==> src/include/vga_cfg.svh <==
// VGA sprite subsystem configuration.
// 640x480 timing at a 25 MHz pixel clock, sprite size and colour constants.

`ifndef VGA_CFG_SVH
`define VGA_CFG_SVH

// ==================================================
// Horizontal timing, in pixel clocks
// ==================================================
`define H_ACTIVE 640
`define H_FP 16
`define H_SYNC 96
`define H_TOTAL 800

// ==================================================
// Vertical timing, in lines
// ==================================================
`define V_ACTIVE 480
`define V_FP 10
`define V_SYNC 2
`define V_TOTAL 525

// Sprite and datapath
`define SPRITE_W 48
`define SPRITE_H 64
`define BLANK_RGB 12'h000
`define COORD_W 11
`define DRAW_LATENCY 3

`endif

==> src/source/vga_timing.sv <==
// VGA timing generator.
// Free-running 800x525 beam counters with registered syncs, blanking
// and a one-cycle pulse at the first pixel of every frame.

`timescale 1ns/1ns

`include "vga_cfg.svh"

module vga_timing (
    input  logic                clk,
    input  logic                rst,
    output logic [`COORD_W-1:0] hcount,
    output logic [`COORD_W-1:0] vcount,
    output logic                hsync,
    output logic                vsync,
    output logic                hblnk,
    output logic                vblnk,
    output logic                frame_start
);

    localparam int unsigned CW      = `COORD_W;
    localparam int unsigned HS_BEG  = `H_ACTIVE + `H_FP;
    localparam int unsigned HS_END  = HS_BEG + `H_SYNC;
    localparam int unsigned VS_BEG  = `V_ACTIVE + `V_FP;
    localparam int unsigned VS_END  = VS_BEG + `V_SYNC;

    logic [CW-1:0] h_nxt;
    logic [CW-1:0] v_nxt;

    // ==================================================
    // Next beam position
    // ==================================================
    always_comb begin
        h_nxt = (hcount == CW'(`H_TOTAL - 1)) ? '0 : hcount + 1'b1;
        v_nxt = vcount;
        if (hcount == CW'(`H_TOTAL - 1)) begin
            v_nxt = (vcount == CW'(`V_TOTAL - 1)) ? '0 : vcount + 1'b1;
        end
    end

    // Decoded outputs are registered together with the counters.
    always_ff @(posedge clk) begin
        if (rst) begin
            hcount      <= '0;
            vcount      <= '0;
            hsync       <= 1'b1;  // Position 0 is outside the sync pulse.
            vsync       <= 1'b1;
            hblnk       <= 1'b0;
            vblnk       <= 1'b0;
            frame_start <= 1'b1;
        end else begin
            hcount      <= h_nxt;
            vcount      <= v_nxt;
            hsync       <= !(h_nxt >= CW'(HS_BEG) && h_nxt < CW'(HS_END));  // Active low.
            vsync       <= !(v_nxt >= CW'(VS_BEG) && v_nxt < CW'(VS_END));
            hblnk       <= (h_nxt >= CW'(`H_ACTIVE));
            vblnk       <= (v_nxt >= CW'(`V_ACTIVE));
            frame_start <= (h_nxt == '0) && (v_nxt == '0);
        end
    end

endmodule

==> config.mk <==
export PLATFORM = sky130hd
export DESIGN_NAME = vga_timing
export DESIGN_NICKNAME = d
export VERILOG_FILES = /design/src/source/vga_timing.sv
export VERILOG_INCLUDE_DIRS = /design/src /design/src/include
export SDC_FILE = /design/constraint.sdc
export NUM_CORES = 1
export LEC_CHECK = 0
export BUFFER_PORTS_ARGS = -buffer_cell sky130_fd_sc_hd__buf_2
export CAP_MARGIN = 0
export CELL_PAD_IN_SITES_DETAIL_PLACEMENT = 1
export CELL_PAD_IN_SITES_GLOBAL_PLACEMENT = 2
export CORE_MARGIN = 8
export CORE_UTILIZATION = 34
export DETAILED_ROUTE_END_ITERATION = 10
export PLACE_DENSITY_LB_ADDON = 0.1
export SYNTH_ARGS = -nofsm -noshare
export SYNTH_HDL_FRONTEND = slang
export SYNTH_SLANG_ARGS = --single-unit
==> constraint.sdc <==
create_clock -name clk -period 3.77 [get_ports clk]
set_input_delay 0.1885 -clock clk [delete_from_list [all_inputs] [get_ports clk]]
set_output_delay 0.1885 -clock clk [all_outputs]
set_load 0.05 [all_outputs]
==> results_dict.tcl <==
set metrics [dict create \
    outcome "completed" \
    ant_nets 0 \
    syn_inst 187 \
    via_per_inst 5.45 \
    fmax_mhz 380 \
    die_h_um 82.4 \
    final_area_um2 1690 \
    drt_wl_total_mm 4.17 \
    crit_fanout 14 \
    multiInputGateArea_um2 872 \
    grt_pass1_wl_mm 7.08 \
    io_pins 29 \
    vias 1412 \
    rsz0062_at_grt "false" \
    h-tree-depth 1 \
    seq_area_um2 541 \
    die_area_um2 6790 \
    synth_fp_nets 192 \
    initial_utilization_pct 34.9 \
    syn_area_per_cell_um2 8.02 \
    slowest_stage "and3_1" \
    place.gp.congestion 0.776 \
    critical_path_class "reg2reg" \
    cp.required_ps 3980 \
    relSlewSlack_pct 62.8 \
    synthArstFlopShare_pct 0 \
    yosysSeqAreaShare_pct 36.0 \
    nets 213 \
    wl_per_cell_um 16.1 \
    synth_seq_cells 27 \
    setup_viol 0 \
    maxCapViolCount 0 \
    synth_adder_area_share_pct 2.50 \
    yosys_warnings 0 \
    setup_ws_ps 1140 \
    grt_pass1_vias 1499 \
    holdBufCountCts 0 \
    yosys.area_share.simple_pct 33.2 \
    power.share.clock_pct 34.4 \
    r2r_cells 7 \
    finalMaxSlewViolations 0 \
    cts_root_buf "clkbuf_8" \
    rrSetupSlack_ps 1140 \
    setup.worst_path.start_class "flop" \
    ys_types 43 \
    fin_crit_sh_pct 69.9 \
    rr_startpoint "hcount[0]" \
    drc 0 \
    die_w_um 82.4 \
    grt_overflow 0 \
    syn_area_um2 1500 \
    cp.arrival_ps 2840 \
    seqPwrFrac_pct 60.1 \
    drive_above_1_share_pct 17.9 \
    synth_flop_cell "dfxtp_1" \
    hpwlAfterDp_mm 3.21 \
    period_minus_slack_ps 2630 \
    post_dp_cell_area_um2 1640 \
    cts.path.max_buffers 2 \
    final_util_pct 39.3 \
    finalHoldViolCount 0 \
    path_depth 7 \
    synth_top_family_by_area "simple AND/OR/NAND/NOR gates" \
    synth-xor-area-share_pct 9.34 \
    synth-compound-area-share_pct 13.1 \
    finalClockSkew_ps 1.52 \
    grt_use_total_pct 13.1 \
    worstMarginPinSlew_ps 559 \
    p_int_mw 0.369 \
    core_area_um2 4290 \
    muxShareOfSynthArea_pct 0 \
    grt_max_degree 26 \
    power_leakage_nw 0.643 \
    pwr_density_cell_nw_per_um2 289 \
    port_buffers 28 \
    crit_family "simple AND/OR/NAND/NOR gates" \
    cts.sinks 27 \
    post_cts_resized 0 \
    cts_tree "done" \
    rows 24 \
    synth_edf_count 0 \
    post-cts-setup-buffer-count 0 \
    comb_power_share_pct 5.5 \
    place_ws_ps 1170 \
    cts_buffers 3 \
    tns_ps 0 \
    clk_pin_slew_ps 90 \
    cp-end-kind "flop" \
    worstSetupStartpoint "hcount[0]" \
    antenna_found_initial 0 \
    antenna_cells 0 \
    switching_power_mw 0.118 \
    dr.pass1.iters 4 \
    peakVddDrop_uv 98.9 \
    hold_class "in2reg" \
    r2r_end "vblnk" \
    drt_iter0_drc 44 \
    clk_latency_ps 270 \
    syn_to_final_growth_pct 12.4 \
    endpoint "vblnk" \
    num-fill-cells 534 \
    path_cells "ha_1, and4_1, and3_1, nand3_2, xor2_1, or4_1, a21oi_1" \
    p_sw_share_pct 24.2 \
    slowest_delay_ps 550 \
    critPathBufInv 0 \
]
## how the worst min path moves through the flow
stage                    from        end  slack, ps  cells past startpoint
finish                    rst  vcount[2]        350                      2
detailed placement  hcount[0]  hcount[0]        540                      1
global placement    hcount[0]  hcount[0]        510                      1
global route              rst  vcount[5]        370                      2
floorplan                 rst  hcount[1]        260                      1
CTS                       rst  vcount[2]        350                      2
## stage by stage
stage | total power [mW] | hold slack, ps | std cells
after floorplan | 0.319 | 260 | 187
after global placement | 0.326 | 510 | 255
after detailed placement | 0.327 | 543 | 255
after CTS | 0.499 | 350 | 259
after global routing | 0.510 | 373 | 259
final | 0.487 | 346 | 259
## final cells by class
cell class                      instances  share of cell area [%]
Multi-Input combinational cell        142                    51.7
Inverter                                6                    1.34
Tap cell                               52                    3.86
Sequential cell                        27                    32.0
Timing Repair Buffer                   28                    8.31
Clock inverter                          1                   0.297
Clock buffer                            3                    2.45
## worst reg2reg max path, stage by stage (launching register included)
cell,delay [ps]
dfxtp_1,420
ha_1,270
and4_1,340
and3_1,550
nand3_2,120
xor2_1,200
or4_1,530
a21oi_1,140
## flip-flops by register name, indices dropped and copies added, names as in the netlist
signal,flops
hblnk,1
vsync,1
vcount,11
frame_start,1
vblnk,1
hsync,1
hcount,11
## layer usage
metal / global-route usage [%] / share of wire (%) / vias to the layer above
li1: - / - / 709
met1: 15.4 / 44 / 671
met2: 23.1 / 50 / 24
met3: 2.49 / 4.0 / 8
met4: 4.56 / 1.4 / 0
met5: 0 / 0 / -
## cell usage after synthesis (2+ instances only)
| library cell | number | area share (%) |
|---|---|---|
| a21oi_1 | 12 | 4.0 |
| nor4_1 | 4 | 1.7 |
| ha_1 | 3 | 2.5 |
| buf_2 | 4 | 1.3 |
| nor2_1 | 17 | 4.3 |
| inv_1 | 6 | 1.5 |
| nor2b_1 | 5 | 2.1 |
| and3_1 | 4 | 1.7 |
| xor2_1 | 6 | 3.5 |
| xnor2_1 | 10 | 5.8 |
| and2_1 | 2 | 0.83 |
| or4_1 | 2 | 1.0 |
| clkbuf_1 | 5 | 1.3 |
| buf_4 | 2 | 1.0 |
| o21ai_0 | 9 | 3.0 |
| nor3_1 | 8 | 2.7 |
| nor4bb_1 | 2 | 1.3 |
| nand2_1 | 17 | 4.3 |
| nand3_1 | 14 | 4.7 |
| and4_1 | 2 | 1.2 |
| nand4_1 | 5 | 2.1 |
| dfxtp_1 | 27 | 36 |
## placed cells by master, fill, tap and decap left out, types with 3 or more instances in the layout
cell type,Yosys,routed
buf_2,4,28
dfxtp_1,27,27
nor2_1,17,17
nand2_1,17,17
nand3_1,14,14
a21oi_1,12,12
xnor2_1,10,10
o21ai_0,9,9
nor3_1,8,8
inv_1,6,6
xor2_1,6,6
nor2b_1,5,5
nand4_1,5,5
and3_1,4,4
nor4_1,4,4
ha_1,3,3
clkbuf_8,0,3
## power groups by stage
stage	Combinational, mW	Sequential [mW]	Clock (mW)
2_1_floorplan	0.0101	0.309	0
6_report	0.0267	0.293	0.167
4_1_cts	0.0274	0.293	0.179
3_5_place_dp	0.0272	0.299	0
3_3_place_gp	0.0272	0.299	0
5_1_grt	0.0287	0.293	0.188
## cells by family after synthesis
logic type                 Yosys count
adders and majority gates            3
DFF                                 27
AOI/OAI and AO/OA                   32
xor gates and xnor gates            16
and+or+nand+nor                     91
buffers and inverters               18
(Power assumes the default switching activity.)
