File: src/include/vga_cfg.svh
// VGA sprite subsystem configuration.
// 640x480 timing at a 25 MHz pixel clock, sprite size and colour constants.

`ifndef VGA_CFG_SVH
`define VGA_CFG_SVH

// ==================================================
// Horizontal timing, in pixel clocks
// ==================================================
`define H_ACTIVE 640
`define H_FP 16
`define H_SYNC 96
`define H_TOTAL 800

// ==================================================
// Vertical timing, in lines
// ==================================================
`define V_ACTIVE 480
`define V_FP 10
`define V_SYNC 2
`define V_TOTAL 525

// Sprite and datapath
`define SPRITE_W 48
`define SPRITE_H 64
`define BLANK_RGB 12'h000
`define COORD_W 11
`define DRAW_LATENCY 3

`endif

File: src/source/vga_pkg.sv
// VGA sprite shared types.
// Facing and register address enums, plus the fixed sprite pattern.

`include "vga_cfg.svh"

package vga_pkg;

    typedef enum logic {
        facing_right = 1'b0,
        facing_left  = 1'b1
    } facing_t;

    typedef enum logic [1:0] {
        reg_xpos   = 2'd0,
        reg_ypos   = 2'd1,
        reg_facing = 2'd2,
        reg_bg     = 2'd3
    } reg_addr_t;

    // White outline, orange left half, green right half.
    function automatic logic [11:0] sprite_pixel(input int unsigned row, input int unsigned col);
        if (row == 0 || row == `SPRITE_H - 1 || col == 0 || col == `SPRITE_W - 1)
            return 12'hFFF;
        else if (col < `SPRITE_W / 2)
            return 12'hF80;
        else
            return 12'h0F0;
    endfunction

endpackage

File: src/source/delay.sv
// Parametric delay line.
// Shifts a WIDTH-bit bus through CLK_DEL registers (CLK_DEL of 1 or more).

`timescale 1ns/1ns

module delay #(
    parameter int unsigned WIDTH   = 8,
    parameter int unsigned CLK_DEL = 1
) (
    input  logic             clk,
    input  logic             rst,
    input  logic [WIDTH-1:0] din,
    output logic [WIDTH-1:0] dout
);

    logic [WIDTH-1:0] stage [CLK_DEL];

    always_ff @(posedge clk) begin
        if (rst) begin
            for (int i = 0; i < CLK_DEL; i++) begin
                stage[i] <= '0;
            end
        end else begin
            stage[0] <= din;
            for (int i = 1; i < CLK_DEL; i++) begin
                stage[i] <= stage[i-1];
            end
        end
    end

    assign dout = stage[CLK_DEL-1];  // Last tap.

endmodule

File: src/source/draw_sprite.sv
// Sprite drawing stage.
// Looks up the sprite pixel under the beam, optionally mirrored, and
// overlays it on the background colour with the syncs kept aligned.

`timescale 1ns/1ns

`include "vga_cfg.svh"

module draw_sprite (
    input  logic                clk,
    input  logic                rst,
    input  logic [`COORD_W-1:0] hcount,
    input  logic [`COORD_W-1:0] vcount,
    input  logic                hsync,
    input  logic                vsync,
    input  logic                hblnk,
    input  logic                vblnk,
    input  logic [`COORD_W-1:0] xpos,
    input  logic [`COORD_W-1:0] ypos,
    input  vga_pkg::facing_t    facing,
    input  logic [11:0]         bg_rgb,
    output logic [11:0]         rom_addr,
    input  logic [11:0]         rom_rgb,
    output logic [11:0]         rgb,
    output logic                hsync_out,
    output logic                vsync_out
);

    import vga_pkg::*;

    localparam int unsigned CW = `COORD_W;
    localparam int unsigned SW = `SPRITE_W;
    localparam int unsigned SH = `SPRITE_H;

    logic [CW-1:0] hcount_d;
    logic [CW-1:0] vcount_d;
    logic          hsync_d;
    logic          vsync_d;
    logic          hblnk_d;
    logic          vblnk_d;
    logic [CW-1:0] row_off;
    logic [CW-1:0] col_off;
    logic [5:0]    col_sel;
    logic [CW:0]   x_end;
    logic [CW:0]   y_end;
    logic          in_window;
    logic [11:0]   rgb_nxt;

    // Beam signals wait for the address register and the ROM read.
    delay #(
        .WIDTH  (2 * CW + 4),
        .CLK_DEL(2)
    ) u_delay (
        .clk,
        .rst,
        .din ({hcount, vcount, hsync, vsync, hblnk, vblnk}),
        .dout({hcount_d, vcount_d, hsync_d, vsync_d, hblnk_d, vblnk_d})
    );

    // ==================================================
    // Stage 1: ROM address from the live beam position
    // ==================================================
    assign row_off = vcount - ypos;
    assign col_off = hcount - xpos;

    always_comb begin
        if (facing == facing_left)
            col_sel = 6'(SW - 1 - col_off);  // Mirrored column.
        else
            col_sel = col_off[5:0];
    end

    always_ff @(posedge clk) begin
        rom_addr <= {row_off[5:0], col_sel};
    end

    // ==================================================
    // Stage 3: colour select against the delayed beam
    // ==================================================
    assign x_end = {1'b0, xpos} + (CW+1)'(SW);  // One extra bit so the sum cannot wrap.
    assign y_end = {1'b0, ypos} + (CW+1)'(SH);

    assign in_window = (hcount_d >= xpos) && ({1'b0, hcount_d} < x_end) &&
                       (vcount_d >= ypos) && ({1'b0, vcount_d} < y_end);

    always_comb begin
        if (hblnk_d || vblnk_d)
            rgb_nxt = `BLANK_RGB;
        else if (in_window)
            rgb_nxt = rom_rgb;
        else
            rgb_nxt = bg_rgb;
    end

    always_ff @(posedge clk) begin
        if (rst) begin
            rgb       <= '0;
            hsync_out <= 1'b0;
            vsync_out <= 1'b0;
        end else begin
            rgb       <= rgb_nxt;
            hsync_out <= hsync_d;
            vsync_out <= vsync_d;
        end
    end

endmodule

File: config.mk
export PLATFORM = sky130hd
export DESIGN_NAME = draw_sprite
export DESIGN_NICKNAME = d
export VERILOG_FILES = /design/src/source/vga_pkg.sv /design/src/source/delay.sv /design/src/source/draw_sprite.sv
export VERILOG_INCLUDE_DIRS = /design/src /design/src/include
export SDC_FILE = /design/constraint.sdc
export NUM_CORES = 1
export LEC_CHECK = 0
export ABC_AREA = 1
export BUFFER_PORTS_ARGS = -buffer_cell sky130_fd_sc_hd__buf_2
export CORE_ASPECT_RATIO = 1.1
export CORE_UTILIZATION = 31
export CTS_CLUSTER_SIZE = 12
export DETAILED_ROUTE_END_ITERATION = 12
export GPL_TIMING_DRIVEN = 1
export SKIP_CTS_REPAIR_TIMING = 1
export SLEW_MARGIN = 20
export SYNTH_ARGS = -nofsm -noshare
export SYNTH_HDL_FRONTEND = slang
export SYNTH_SLANG_ARGS = --single-unit
File: constraint.sdc
create_clock -name clk -period 2.6 [get_ports clk]
set_input_delay 0 -clock clk [delete_from_list [all_inputs] [get_ports clk]]
set_output_delay 0 -clock clk [all_outputs]
set_load 0.03 [all_outputs]
==> metrics.txt <==
Rows 42; CP Launch Type input pin; failing checks hold timing; endpoints failing hold 5; die area 0.01311 mm2; Final Max Slew Viols 0; synth warn 0; CP Capture Type register; post-DP HPWL 6001 um; Syn Area/Cell 7.500 um2; met1 Resource Use GR 0.1470; Routed WL 7945 um; RSZ-0062 raised after global routing false; gr ovfl total 0; vias in the first global route 3115; initial antenna violation count 0; fin util 0.4357; clk sinks 78; most used routing layer in global routing met2; routing usage on met3 0.02118; commonest non-fill, non-tap cell in the layout inv_1; clk root buf clkbuf_16; largest net degree at the start of global routing 31; clk_skew 0.005913 ns; syn_nets 646; RD Place Congestion 0.7920; Synth cell types 27; most frequent cells in the layout inv_1 (118), buf_2 (100), nor2_1 (97); final non-filler cell total 826; Achievable Freq 439.2 MHz; Layout Nets 791; max-cap violations 0; proportion of layout cells with a drive suffix above 1 0.1920; worst hold path class input pin to register; Pwr per Cell Area 608.4 mW/mm2; critical path data required time 2.82 ns; Yosys reg bits 78; Synth top area share 0.3981; worst setup margin 0.3231 ns; Via density 4.108; met2 GRT Util 0.2095; pre-CTS setup slack 0.0002738 ns; status complete, but fails checks; Setup CP Type input pin to register; die width 109.3 um; VDD IR max 0.3027 mV; final period utilization 0.8757; Area Growth Syn to Fin 35.41%; register area share after synthesis 0.3981; Worst Tran Pin Value 0.5338 ns; setup violators final 0; Core Area 0.01219 mm2; Die Ht 120.0 um; DRC 0; 1st-pass router iterations 4; leak pwr 2.934 nW; Worst-Skew Late Latency 0.33 ns; fin crit period 2.277 ns; Worst-path clk slew 0.06 ns; IO buf count 100; final setup TNS 0 ns; clk buf depth 2; slew margin rel. 0.6441; H-tree levels 3; cts bufs inserted 9; Fin Hold WS -0.01107 ns; Critical Path Fanout Max 12; Antenna Cells 0; vias 3393; Cells after Synth 523; Critical Path AT 2.50 ns; DP Cell Count 769; first-pass GRT wire length 12790 um; Post-Syn Area 0.003923 mm2; initial core utilization 0.3217; Area contributors post-synth dfxtp_1 (40%), ha_1 (15%), inv_1 (11%); Synth area leader dfxtp_1; GRT Resource Usage Total 0.1236; drt wl/cell 9.619 um; Detail Route Antenna Nets 0; TritonCTS clock tree yes; Ports 101; initial DRC count 98
layout make-up:
cell class | instances | area [um2]
multi-input cells | 314 | 1853
inverters | 121 | 454.2
clock buffers | 10 | 229.0
flip-flops and latches | 78 | 1562
fillers | 1228 | 6880
well taps | 154 | 192.7
clock inverters | 5 | 85.08
repair buffers | 144 | 935.9
cell families after synthesis:
logic type / after synthesis / synth area share
fa+ha+maj: 48 / 0.1569
simple gates: 220 / 0.2351
xor+xnor: 20 / 0.04466
compound gates: 26 / 0.03572
buf+inv: 131 / 0.1295
flops: 78 / 0.3981
flip-flops by register name, indices dropped and copies added (netlist names):
name / count
hsync_out: 1
rgb: 12
rom_addr: 12
u_delay.stage: 52
vsync_out: 1
where the power goes:
group | switching [mW] | internal [mW]
Sequential | 0.0227 | 1.29
Clock | 0.483 | 0.838
Combinational | 0.355 | 0.246
per-layer routing:
metal  part of all wire  wire length (um)  up-vias
met5                  0                 0        -
met1               0.47              3772     1453
met2               0.47              3706       78
li1                   -                 -     1854
met3              0.042               331        8
met4              0.017               134        0
path summary, 6_finish.rpt:
path | start | to | slack (ns) | cells after the start
max | xpos[4] | rgb[10]$_SDFF_PP0_ | 0.32 | 16
min | rom_rgb[11] | rgb[11]$_SDFF_PP0_ | -0.01 | 5
max reg2reg | u_delay.stage[0][44]$_SDFF_PP0_ | rgb[10]$_SDFF_PP0_ | 0.71 | 10
min reg2reg | u_delay.stage[0][16]$_SDFF_PP0_ | u_delay.stage[0][42]$_SDFF_PP0_ | 0.40 | 2
metrics by stage:
stage,power [mW],instance area [um2]
after floorplan,1.715,3923
after global placement,1.881,4577
after detailed placement,1.891,4577
after CTS,3.236,4891
after global routing,3.399,5311
final,3.232,5311
cells in the mapped netlist, drive strengths merged:
cell type,number
clkinv,1
or2,1
xnor2,6
dfxtp,78
a21o,4
ha,46
and3,1
a21oi,16
clkbuf,5
nand3,32
nand4,3
buf,5
xor2,14
o21ai,6
nand2,77
nor2,103
inv,120
fa,2
nor3,3
critical path, cell delays in order:
cell and delay (ns):
buf_2 0.10, inv_1 0.07, ha_1 0.21, or2_2 0.33, nor3_1 0.23, xor2_1 0.19, ha_1 0.27, and3_1 0.22
nand3_1 0.10, nor2_1 0.05, nor2_2 0.14, nand2_1 0.10, nor2_4 0.24, nand3_1 0.12, nand2_1 0.08, nor2_1 0.04
(Power assumes the default switching activity.)
