`src/include/vga_cfg.svh`:
```
// VGA sprite subsystem configuration.
// 640x480 timing at a 25 MHz pixel clock, sprite size and colour constants.

`ifndef VGA_CFG_SVH
`define VGA_CFG_SVH

// ==================================================
// Horizontal timing, in pixel clocks
// ==================================================
`define H_ACTIVE 640
`define H_FP 16
`define H_SYNC 96
`define H_TOTAL 800

// ==================================================
// Vertical timing, in lines
// ==================================================
`define V_ACTIVE 480
`define V_FP 10
`define V_SYNC 2
`define V_TOTAL 525

// Sprite and datapath
`define SPRITE_W 48
`define SPRITE_H 64
`define BLANK_RGB 12'h000
`define COORD_W 11
`define DRAW_LATENCY 3

`endif

```
`src/source/vga_pkg.sv`:
```
// VGA sprite shared types.
// Facing and register address enums, plus the fixed sprite pattern.

`include "vga_cfg.svh"

package vga_pkg;

    typedef enum logic {
        facing_right = 1'b0,
        facing_left  = 1'b1
    } facing_t;

    typedef enum logic [1:0] {
        reg_xpos   = 2'd0,
        reg_ypos   = 2'd1,
        reg_facing = 2'd2,
        reg_bg     = 2'd3
    } reg_addr_t;

    // White outline, orange left half, green right half.
    function automatic logic [11:0] sprite_pixel(input int unsigned row, input int unsigned col);
        if (row == 0 || row == `SPRITE_H - 1 || col == 0 || col == `SPRITE_W - 1)
            return 12'hFFF;
        else if (col < `SPRITE_W / 2)
            return 12'hF80;
        else
            return 12'h0F0;
    endfunction

endpackage

```
`src/source/sprite_regs.sv`:
```
// Sprite control registers on a Wishbone classic slave.
// Writes go to pending copies that become active at the start of a frame.

`timescale 1ns/1ns

`include "vga_cfg.svh"

module sprite_regs (
    input  logic                clk,
    input  logic                rst,
    input  logic                wb_cyc,
    input  logic                wb_stb,
    input  logic                wb_we,
    input  logic [1:0]          wb_adr,
    input  logic [15:0]         wb_dat_w,
    output logic [15:0]         wb_dat_r,
    output logic                wb_ack,
    input  logic                frame_start,
    output logic [`COORD_W-1:0] xpos,
    output logic [`COORD_W-1:0] ypos,
    output vga_pkg::facing_t    facing,
    output logic [11:0]         bg_rgb
);

    import vga_pkg::*;

    localparam int unsigned CW = `COORD_W;

    logic [CW-1:0] xpos_pend;
    logic [CW-1:0] ypos_pend;
    facing_t       facing_pend;
    logic [11:0]   bg_pend;
    logic          req;
    reg_addr_t     addr;

    assign req  = wb_cyc && wb_stb && !wb_ack;  // New strobe, not yet acknowledged.
    assign addr = reg_addr_t'(wb_adr);

    // ==================================================
    // Bus handshake and pending registers
    // ==================================================
    always_ff @(posedge clk) begin
        if (rst) begin
            wb_ack      <= 1'b0;
            xpos_pend   <= '0;
            ypos_pend   <= '0;
            facing_pend <= facing_right;
            bg_pend     <= 12'h000;
        end else begin
            wb_ack <= req;
            if (req && wb_we) begin
                case (addr)
                    reg_xpos:   xpos_pend   <= wb_dat_w[CW-1:0];
                    reg_ypos:   ypos_pend   <= wb_dat_w[CW-1:0];
                    reg_facing: facing_pend <= facing_t'(wb_dat_w[0]);
                    reg_bg:     bg_pend     <= wb_dat_w[11:0];
                    default:    ;
                endcase
            end
        end
    end

    // Read data is captured with the ack.
    always_ff @(posedge clk) begin
        if (req) begin
            case (addr)
                reg_xpos:   wb_dat_r <= 16'(xpos_pend);
                reg_ypos:   wb_dat_r <= 16'(ypos_pend);
                reg_facing: wb_dat_r <= 16'(facing_pend);
                default:    wb_dat_r <= 16'(bg_pend);
            endcase
        end
    end

    // Active copies, updated only at the first pixel of a frame.
    always_ff @(posedge clk) begin
        if (rst) begin
            xpos   <= '0;
            ypos   <= '0;
            facing <= facing_right;
            bg_rgb <= 12'h000;
        end else if (frame_start) begin
            xpos   <= xpos_pend;
            ypos   <= ypos_pend;
            facing <= facing_pend;
            bg_rgb <= bg_pend;
        end
    end

endmodule

```
`config.mk`:
```
export PLATFORM = sky130hd
export DESIGN_NAME = sprite_regs
export DESIGN_NICKNAME = d
export VERILOG_FILES = /design/src/source/vga_pkg.sv /design/src/source/sprite_regs.sv
export VERILOG_INCLUDE_DIRS = /design/src /design/src/include
export SDC_FILE = /design/constraint.sdc
export NUM_CORES = 1
export LEC_CHECK = 0
export BUFFER_PORTS_ARGS = -buffer_cell sky130_fd_sc_hd__buf_2
export CAP_MARGIN = 0
export CORE_AREA = 2 2 80 82
export CTS_CLUSTER_SIZE = 10
export DETAILED_ROUTE_END_ITERATION = 6
export DIE_AREA = 0 0 82 84
export GPL_ROUTABILITY_DRIVEN = 0
export PLACE_DENSITY = 0.87
export SYNTH_ARGS = -nofsm -noshare
export SYNTH_HDL_FRONTEND = slang
export SYNTH_SLANG_ARGS = --single-unit
```
`constraint.sdc`:
```
create_clock -name clk -period 2.6 [get_ports clk]
set_input_delay 0.52 -clock clk [delete_from_list [all_inputs] [get_ports clk]]
set_output_delay 0.52 -clock clk [all_outputs]
set_load 0.01 [all_outputs]
```
==> flow_metrics.env, run 1 <==
export IMPL_worst_setup_path_type="primary input to flop"
export IMPL_drive_above_1_share=0.223
export IMPL_yosysTopAreaCell="dfxtp_1"
export IMPL_grt_pass1_vias=2236
export IMPL_grt_remaining_overflow=0
export IMPL_crit_fanout=17
export IMPL_rows=29
export IMPL_period_minus_slack_ns=1.53
export IMPL_critPathLaunchType="primary input"
export IMPL_ys_types=26
export IMPL_syn_instance_count=319
export IMPL_ir_worst_vdd_v=0.000322
export IMPL_crit_chain="buf_2 > nor2b_1 > and2_1 > mux2i_1"
export IMPL_top_layer="met4"
export IMPL_numCtsBuffers=9
export IMPL_cts_setup_buffers=0
export IMPL_grt_usage=0.215
export IMPL_synth_simple_gate_area_frac=0.161
export IMPL_synth_top_area_frac=0.425
export IMPL_core_area_um2=6100
export IMPL_cts_root_buffer="clkbuf_8"
export IMPL_max_stage_delay_ns=0.46
export IMPL_cp_num_buf_inv=1
export IMPL_fin_ws_ns=1.07
export IMPL_grt_max_degree=61
export IMPL_fin_skew_ns=0.00600
export IMPL_area_delta_synth_final_pct=15.1
export IMPL_die_height_um=84
export IMPL_port_buffers=67
export IMPL_synth_compound_area_frac=0.0509
export IMPL_clk_path_buf_depth=2
export IMPL_wl_met3_um=497
export IMPL_final_nets=401
export IMPL_cap_viol_max_count=0
export IMPL_synth_xor_area_share=0
export IMPL_cts_tree="done"
export IMPL_min_from="wb_dat_w[11]"
export IMPL_route_final_wire_length_mm=7.21
export IMPL_min_path_type="primary input to flop"
export IMPL_hold_depth=3
export IMPL_worstReg2RegStart="wb_ack"
export IMPL_slew_violations=0
export IMPL_dieArea_um2=6890
export IMPL_worstRegToRegCells=3
export IMPL_drtAntennaViolNets=0
export IMPL_synth_warnings=0
export IMPL_rsz0062_at_grt="false"
export IMPL_synth_mux_area_frac=0.210
export IMPL_crit_family="simple AND/OR/NAND/NOR gates"
export IMPL_fin_crit_sh=0.590
export IMPL_clkTransAtPathRegs_ns=0.07
export IMPL_crit_cells=4
export IMPL_drt_initial_drc_count=303
export IMPL_ys_seq_area_frac=0.533
export IMPL_grt_pass1_wl_mm=11.2
export IMPL_synth_fa_ha_area_frac=0
export IMPL_r2r_end="xpos_pend[5]"
export IMPL_synth_top_family_by_area="multiplexers"
export IMPL_netlist_area_um2=3340
export IMPL_ys_ff_latch=83
export IMPL_place_ws_ns=0.733
export IMPL_postCtsHoldBufs=0
export IMPL_crit_arrival_ns=1.81
export IMPL_synth_area_leaders="dfxtp_1 43%, mux2i_1 20%, edfxtp_1 11%"
export IMPL_p_leak_nw=1.76
export IMPL_cp_required_ns=2.87
export IMPL_cp_end_kind="flop"
export IMPL_crit_path_top_delay_cell="and2_1"
export IMPL_ios=76
export IMPL_power_density_nw_per_um2=590
export IMPL_n_antenna_cell=0
export IMPL_cts_resized=0
export IMPL_comb_power_share=0.068
export IMPL_cts_sinks=83
export IMPL_p_clk_frac=0.348
export IMPL_layout_common_cells="71 x dfxtp_1, 68 x mux2i_1, 67 x buf_2"
export IMPL_fp_dieW_um=82
export IMPL_maxSlewHeadroom=0.617
export IMPL_clk_latency_ns=0.35
export IMPL_tightest_slew_ns=0.575
export IMPL_layout_commonest_cell="dfxtp_1"
export IMPL_drc=0
export IMPL_wire_per_inst_um=15.7
export IMPL_switching_share=0.230
export IMPL_initial_core_util=0.548
export IMPL_vias=2472
export IMPL_antenna_found_initial=0
export IMPL_p_sw_w=0.000522
export IMPL_met2_length_mm=3.30
export IMPL_status="finished clean"
export IMPL_htreeDepth=3
export IMPL_min_to="bg_pend[11]"
export IMPL_viasPerCell=5.40
export IMPL_hpwl_mm=5.08
export IMPL_finalSetupViolCount=0
export IMPL_p_int_w=0.00175
export IMPL_power_w=0.00227
export IMPL_fmax_mhz=652
export IMPL_finalHoldViolCount=0
export IMPL_setup_tns_ns=0
export IMPL_syn_area_per_cell_um2=10.5
export IMPL_wl_met1_mm=3.25
export IMPL_drt_pass1_iterations=5
export IMPL_rrSetupSlack_ns=1.16
export IMPL_seqPwrFrac=0.584
[layer usage]
metal,GRT usage,up-vias
met4,0.100,0
met1,0.318,1162
li1,-,1190
met5,0,-
met2,0.309,104
met3,0.0271,16
[cell usage after synthesis (all sizes together)]
| library cell | count |
|---|---|
| clkbuf | 11 |
| conb | 1 |
| nor2b | 1 |
| nand4b | 1 |
| a21oi | 12 |
| nand3b | 1 |
| nand2b | 34 |
| and4b | 1 |
| mux2i | 68 |
| o21ai | 22 |
| edfxtp | 12 |
| or3 | 1 |
| mux4 | 1 |
| and3 | 1 |
| nand3 | 12 |
| nor3 | 1 |
| dfxtp | 71 |
| nor2 | 36 |
| nand2 | 13 |
| and2 | 2 |
| buf | 17 |
[metrics by stage]
stage / utilization / hold slack [ns] / area [um^2] / cells
final: 0.631 / 0.426 / 3850 / 458
after global placement: 0.606 / 0.470 / 3690 / 443
after detailed placement: 0.606 / 0.477 / 3690 / 443
after floorplan: - / 0.458 / 3350 / 322
after global routing: 0.631 / 0.436 / 3850 / 458
after CTS: 0.631 / 0.425 / 3850 / 458
[state kept, by name, summed over array words and instances (netlist names)]
signal / cells
ypos_pend: 11
wb_ack: 1
bg_rgb: 12
facing: 1
xpos_pend: 11
xpos: 11
facing_pend: 1
wb_dat_r: 12
ypos: 11
bg_pend: 12
[worst register-to-register path: cells and delay by family, from the launching register on]
kind          cells  cell delay, ns
flops             1            0.35
mux               1            0.16
simple gates      2            0.81
[layout make-up]
type	count	area [um^2]
flip-flops and latches	83	1780
repair buffers	72	385
clock buffers	15	156
multi-input cells	211	1430
well taps	77	96.3
fillers	494	2250
[worst max path at each step]
| stage | start | to | slack, ns |
|---|---|---|---|
| CTS | wb_adr[0] | ypos_pend[1] | 1.09 |
| global route | wb_adr[0] | ypos_pend[2] | 0.98 |
| floorplan | wb_adr[0] | wb_dat_r[0] | 1.10 |
| detailed placement | wb_adr[0] | ypos_pend[1] | 0.73 |
| finish | wb_adr[0] | ypos_pend[1] | 1.07 |
| global placement | wb_adr[0] | ypos_pend[2] | 0.80 |
[logic make-up after synthesis]
group	after synthesis
mux	69
other cells	1
compound gates	34
flops	83
simple gates	104
buf+inv	28
[power groups by stage]
| stage | combinational [W] | sequential [W] | clock, W |
|---|---|---|---|
| floorplan | 0.000102 | 0.00136 | 0 |
| global placement | 0.000150 | 0.00135 | 0 |
| detailed placement | 0.000154 | 0.00136 | 0 |
| CTS | 0.000154 | 0.00133 | 0.000792 |
| global route | 0.000166 | 0.00133 | 0.000843 |
| finish | 0.000154 | 0.00133 | 0.000791 |
No activity file was read; power rests on OpenSTA's default activity.
==> inputs of run 2 (changes only) <==
--- a/config.mk
+++ b/config.mk
@@ -6,14 +6,15 @@
 export SDC_FILE = /design/constraint.sdc
 export NUM_CORES = 1
 export LEC_CHECK = 0
+export ABC_AREA = 1
 export BUFFER_PORTS_ARGS = -buffer_cell sky130_fd_sc_hd__buf_2
 export CAP_MARGIN = 0
-export CORE_AREA = 2 2 80 82
+export CORE_AREA = 2 2 83 85
 export CTS_CLUSTER_SIZE = 10
 export DETAILED_ROUTE_END_ITERATION = 6
-export DIE_AREA = 0 0 82 84
+export DIE_AREA = 0 0 85 87
 export GPL_ROUTABILITY_DRIVEN = 0
-export PLACE_DENSITY = 0.87
+export PLACE_DENSITY = 0.82
 export SYNTH_ARGS = -nofsm -noshare
 export SYNTH_HDL_FRONTEND = slang
 export SYNTH_SLANG_ARGS = --single-unit
==> constraint.sdc (replaced) <==
create_clock -name clk -period 1.55 [get_ports clk]
set_input_delay 0.31 -clock clk [delete_from_list [all_inputs] [get_ports clk]]
set_output_delay 0.31 -clock clk [all_outputs]
set_load 0.01 [all_outputs]
==> flow_metrics.env, run 2 <==
export IMPL_cts_sinks=83
export IMPL_fmax_mhz=788
export IMPL_crit_end="wb_ack"
export IMPL_finalHoldViolCount=0
export IMPL_worstReg2RegStart="wb_ack"
export IMPL_p_leak_nw=1.79
export IMPL_p_int_w=0.00320
export IMPL_grt_usage=0.231
export IMPL_fin_crit_sh=0.819
export IMPL_max_stage_delay_ns=0.43
export IMPL_cts_tree="done"
export IMPL_power_w=0.00429
export IMPL_grt_remaining_overflow=0
export IMPL_grt_pass1_vias=2815
export IMPL_vias=3039
export IMPL_hold_ws_ns=0.129
export IMPL_cp_num_buf_inv=1
export IMPL_worstRegToRegCells=5
export IMPL_switching_share=0.253
export IMPL_critPathLaunchType="flop"
export IMPL_crit_cells=1
export IMPL_synthTopCellsByCount="143 x nor2_1, 71 x dfxtp_1, 71 x nand2_1, 36 x nand4_1, 35 x o21ai_0"
export IMPL_crit_fanout=4
export IMPL_critPathLaunch="wb_ack"
export IMPL_grt_pass1_wl_mm=13.5
export IMPL_die_height_um=87
export IMPL_final_nets=522
export IMPL_crit_chain="buf_2"
export IMPL_p_clk_frac=0.364
export IMPL_numCtsBuffers=9
export IMPL_antenna_found_initial=0
export IMPL_htreeDepth=3
export IMPL_seqPwrFrac=0.536
export IMPL_clk_latency_ns=0.36
export IMPL_grt_max_degree=71
export IMPL_worst_setup_path_type="flop to output pin"
export IMPL_n_antenna_cell=0
export IMPL_comb_power_share=0.100
export IMPL_route_final_wire_length_mm=8.20
export IMPL_syn_area_per_cell_um2=7.61
export IMPL_yosysMostFrequentCell="nor2_1"
export IMPL_rows=30
export IMPL_synth_edf_count=12
export IMPL_netlist_area_um2=3360
export IMPL_syn_instance_count=442
export IMPL_ir_worst_vdd_v=0.000747
export IMPL_crit_path_top_delay_cell="dfxtp_1"
export IMPL_ios=76
export IMPL_slew_violations=0
export IMPL_drc=0
export IMPL_clk_path_buf_depth=2
export IMPL_p_sw_w=0.00109
export IMPL_fin_skew_ns=0.00985
export IMPL_rsz0062_at_grt="false"
export IMPL_postCtsHoldBufs=0
export IMPL_layout_common_cells="143 x nor2_1, 71 x nand2_1, 71 x dfxtp_1"
export IMPL_cts_resized=0
export IMPL_min_path_type="primary input to flop"
export IMPL_r2r_end="bg_pend[9]"
export IMPL_rrSetupSlack_ns=0.30
export IMPL_cts_setup_buffers=0
export IMPL_port_buffers=67
export IMPL_fp_dieW_um=85
export IMPL_cp_end_kind="output pin"
export IMPL_finalSetupViolCount=0
export IMPL_crit_arrival_ns=0.96
export IMPL_wire_per_inst_um=14.1
export IMPL_synth_top_area_frac=0.422
export IMPL_fin_util=0.597
export IMPL_async_flop_share=0
export IMPL_top_regs="bg_pend (12), bg_rgb (12), wb_dat_r (12)"
export IMPL_layout_commonest_cell="nor2_1"
export IMPL_setup_tns_ns=0
export IMPL_synth_warnings=0
export IMPL_crit_family="flip-flops"
export IMPL_cp_required_ns=1.24
export IMPL_dieArea_um2=7400
export IMPL_drive_above_1_share=0.197
export IMPL_ys_ff_latch=83
export IMPL_hpwl_mm=5.35
export IMPL_clkTransAtPathRegs_ns=0.07
export IMPL_tightest_slew_ns=0.542
export IMPL_core_area_um2=6570
export IMPL_cts_root_buffer="clkbuf_8"
export IMPL_power_density_nw_per_um2=1090
export IMPL_cap_viol_max_count=0
export IMPL_area_delta_synth_final_pct=16.6
export IMPL_ys_types=20
export IMPL_maxSlewHeadroom=0.638
export IMPL_synthFlopType="dfxtp_1"
export IMPL_drt_initial_drc_count=339
export IMPL_initial_core_util=0.512
export IMPL_ys_seq_area_frac=0.530
export IMPL_synth_area_leaders="dfxtp_1 42%, nor2_1 16%, edfxtp_1 11%"
export IMPL_yosysTopAreaCell="dfxtp_1"
export IMPL_drtAntennaViolNets=0
export IMPL_viasPerCell=5.21
export IMPL_period_minus_slack_ns=1.27
export IMPL_drt_pass1_iterations=5
export IMPL_status="finished clean"
## run 2: power groups by stage
stage	clock [W]	combinational, W	sequential (W)
3_5_place_dp	0	0.000426	0.00235
4_1_cts	0.00157	0.000430	0.00230
2_1_floorplan	0	0.000252	0.00237
5_1_grt	0.00165	0.000482	0.00230
3_3_place_gp	0	0.000416	0.00234
6_report	0.00156	0.000430	0.00230
## run 2: how the worst min path moves through the flow
stage / from / end / slack (ns) / cells after the start
after floorplan: rst / wb_ack / 0.39 / 1
after global placement: bg_pend[11] / bg_rgb[11] / 0.46 / 2
after detailed placement: ypos[7] / ypos[7] / 0.48 / 2
after CTS: rst / wb_ack / 0.12 / 2
after global routing: rst / wb_ack / 0.16 / 2
final: rst / wb_ack / 0.13 / 2
## run 2: layer usage
layer  vias up  wire length, um  global-route usage
met1      1363             3430               0.314
met4         0              219               0.107
met3        20              618              0.0351
li1       1527                -                   -
met5         -                0                   0
met2       129             3930               0.364
## run 2: layout make-up
cell class | count | area [um^2]
Tap cell | 80 | 100
Inverter | 22 | 82.6
Fill cell | 593 | 2650
Timing Repair Buffer | 76 | 428
Sequential cell | 83 | 1780
Clock buffer | 13 | 149
Multi-Input combinational cell | 306 | 1340
Clock inverter | 3 | 47.5
## run 2: cells by family (layout without fill, tap and decap cells)
group | Yosys count | count (layout) | share of synthesized area
buffers and inverters | 56 | 114 | 0.0770
DFF | 83 | 83 | 0.530
other | 1 | 4 | 0.00111
and+or+nand+nor | 266 | 266 | 0.339
AOI/OAI and AO/OA | 36 | 36 | 0.0536
## run 2: stage by stage
stage	area [um^2]	std cells	setup WS, ns
2_1_floorplan	3380	445	0.444
3_3_place_gp	3730	567	0.278
3_5_place_dp	3730	567	0.232
4_1_cts	3920	583	0.273
5_1_grt	3920	583	0.189
6_report	3920	583	0.281
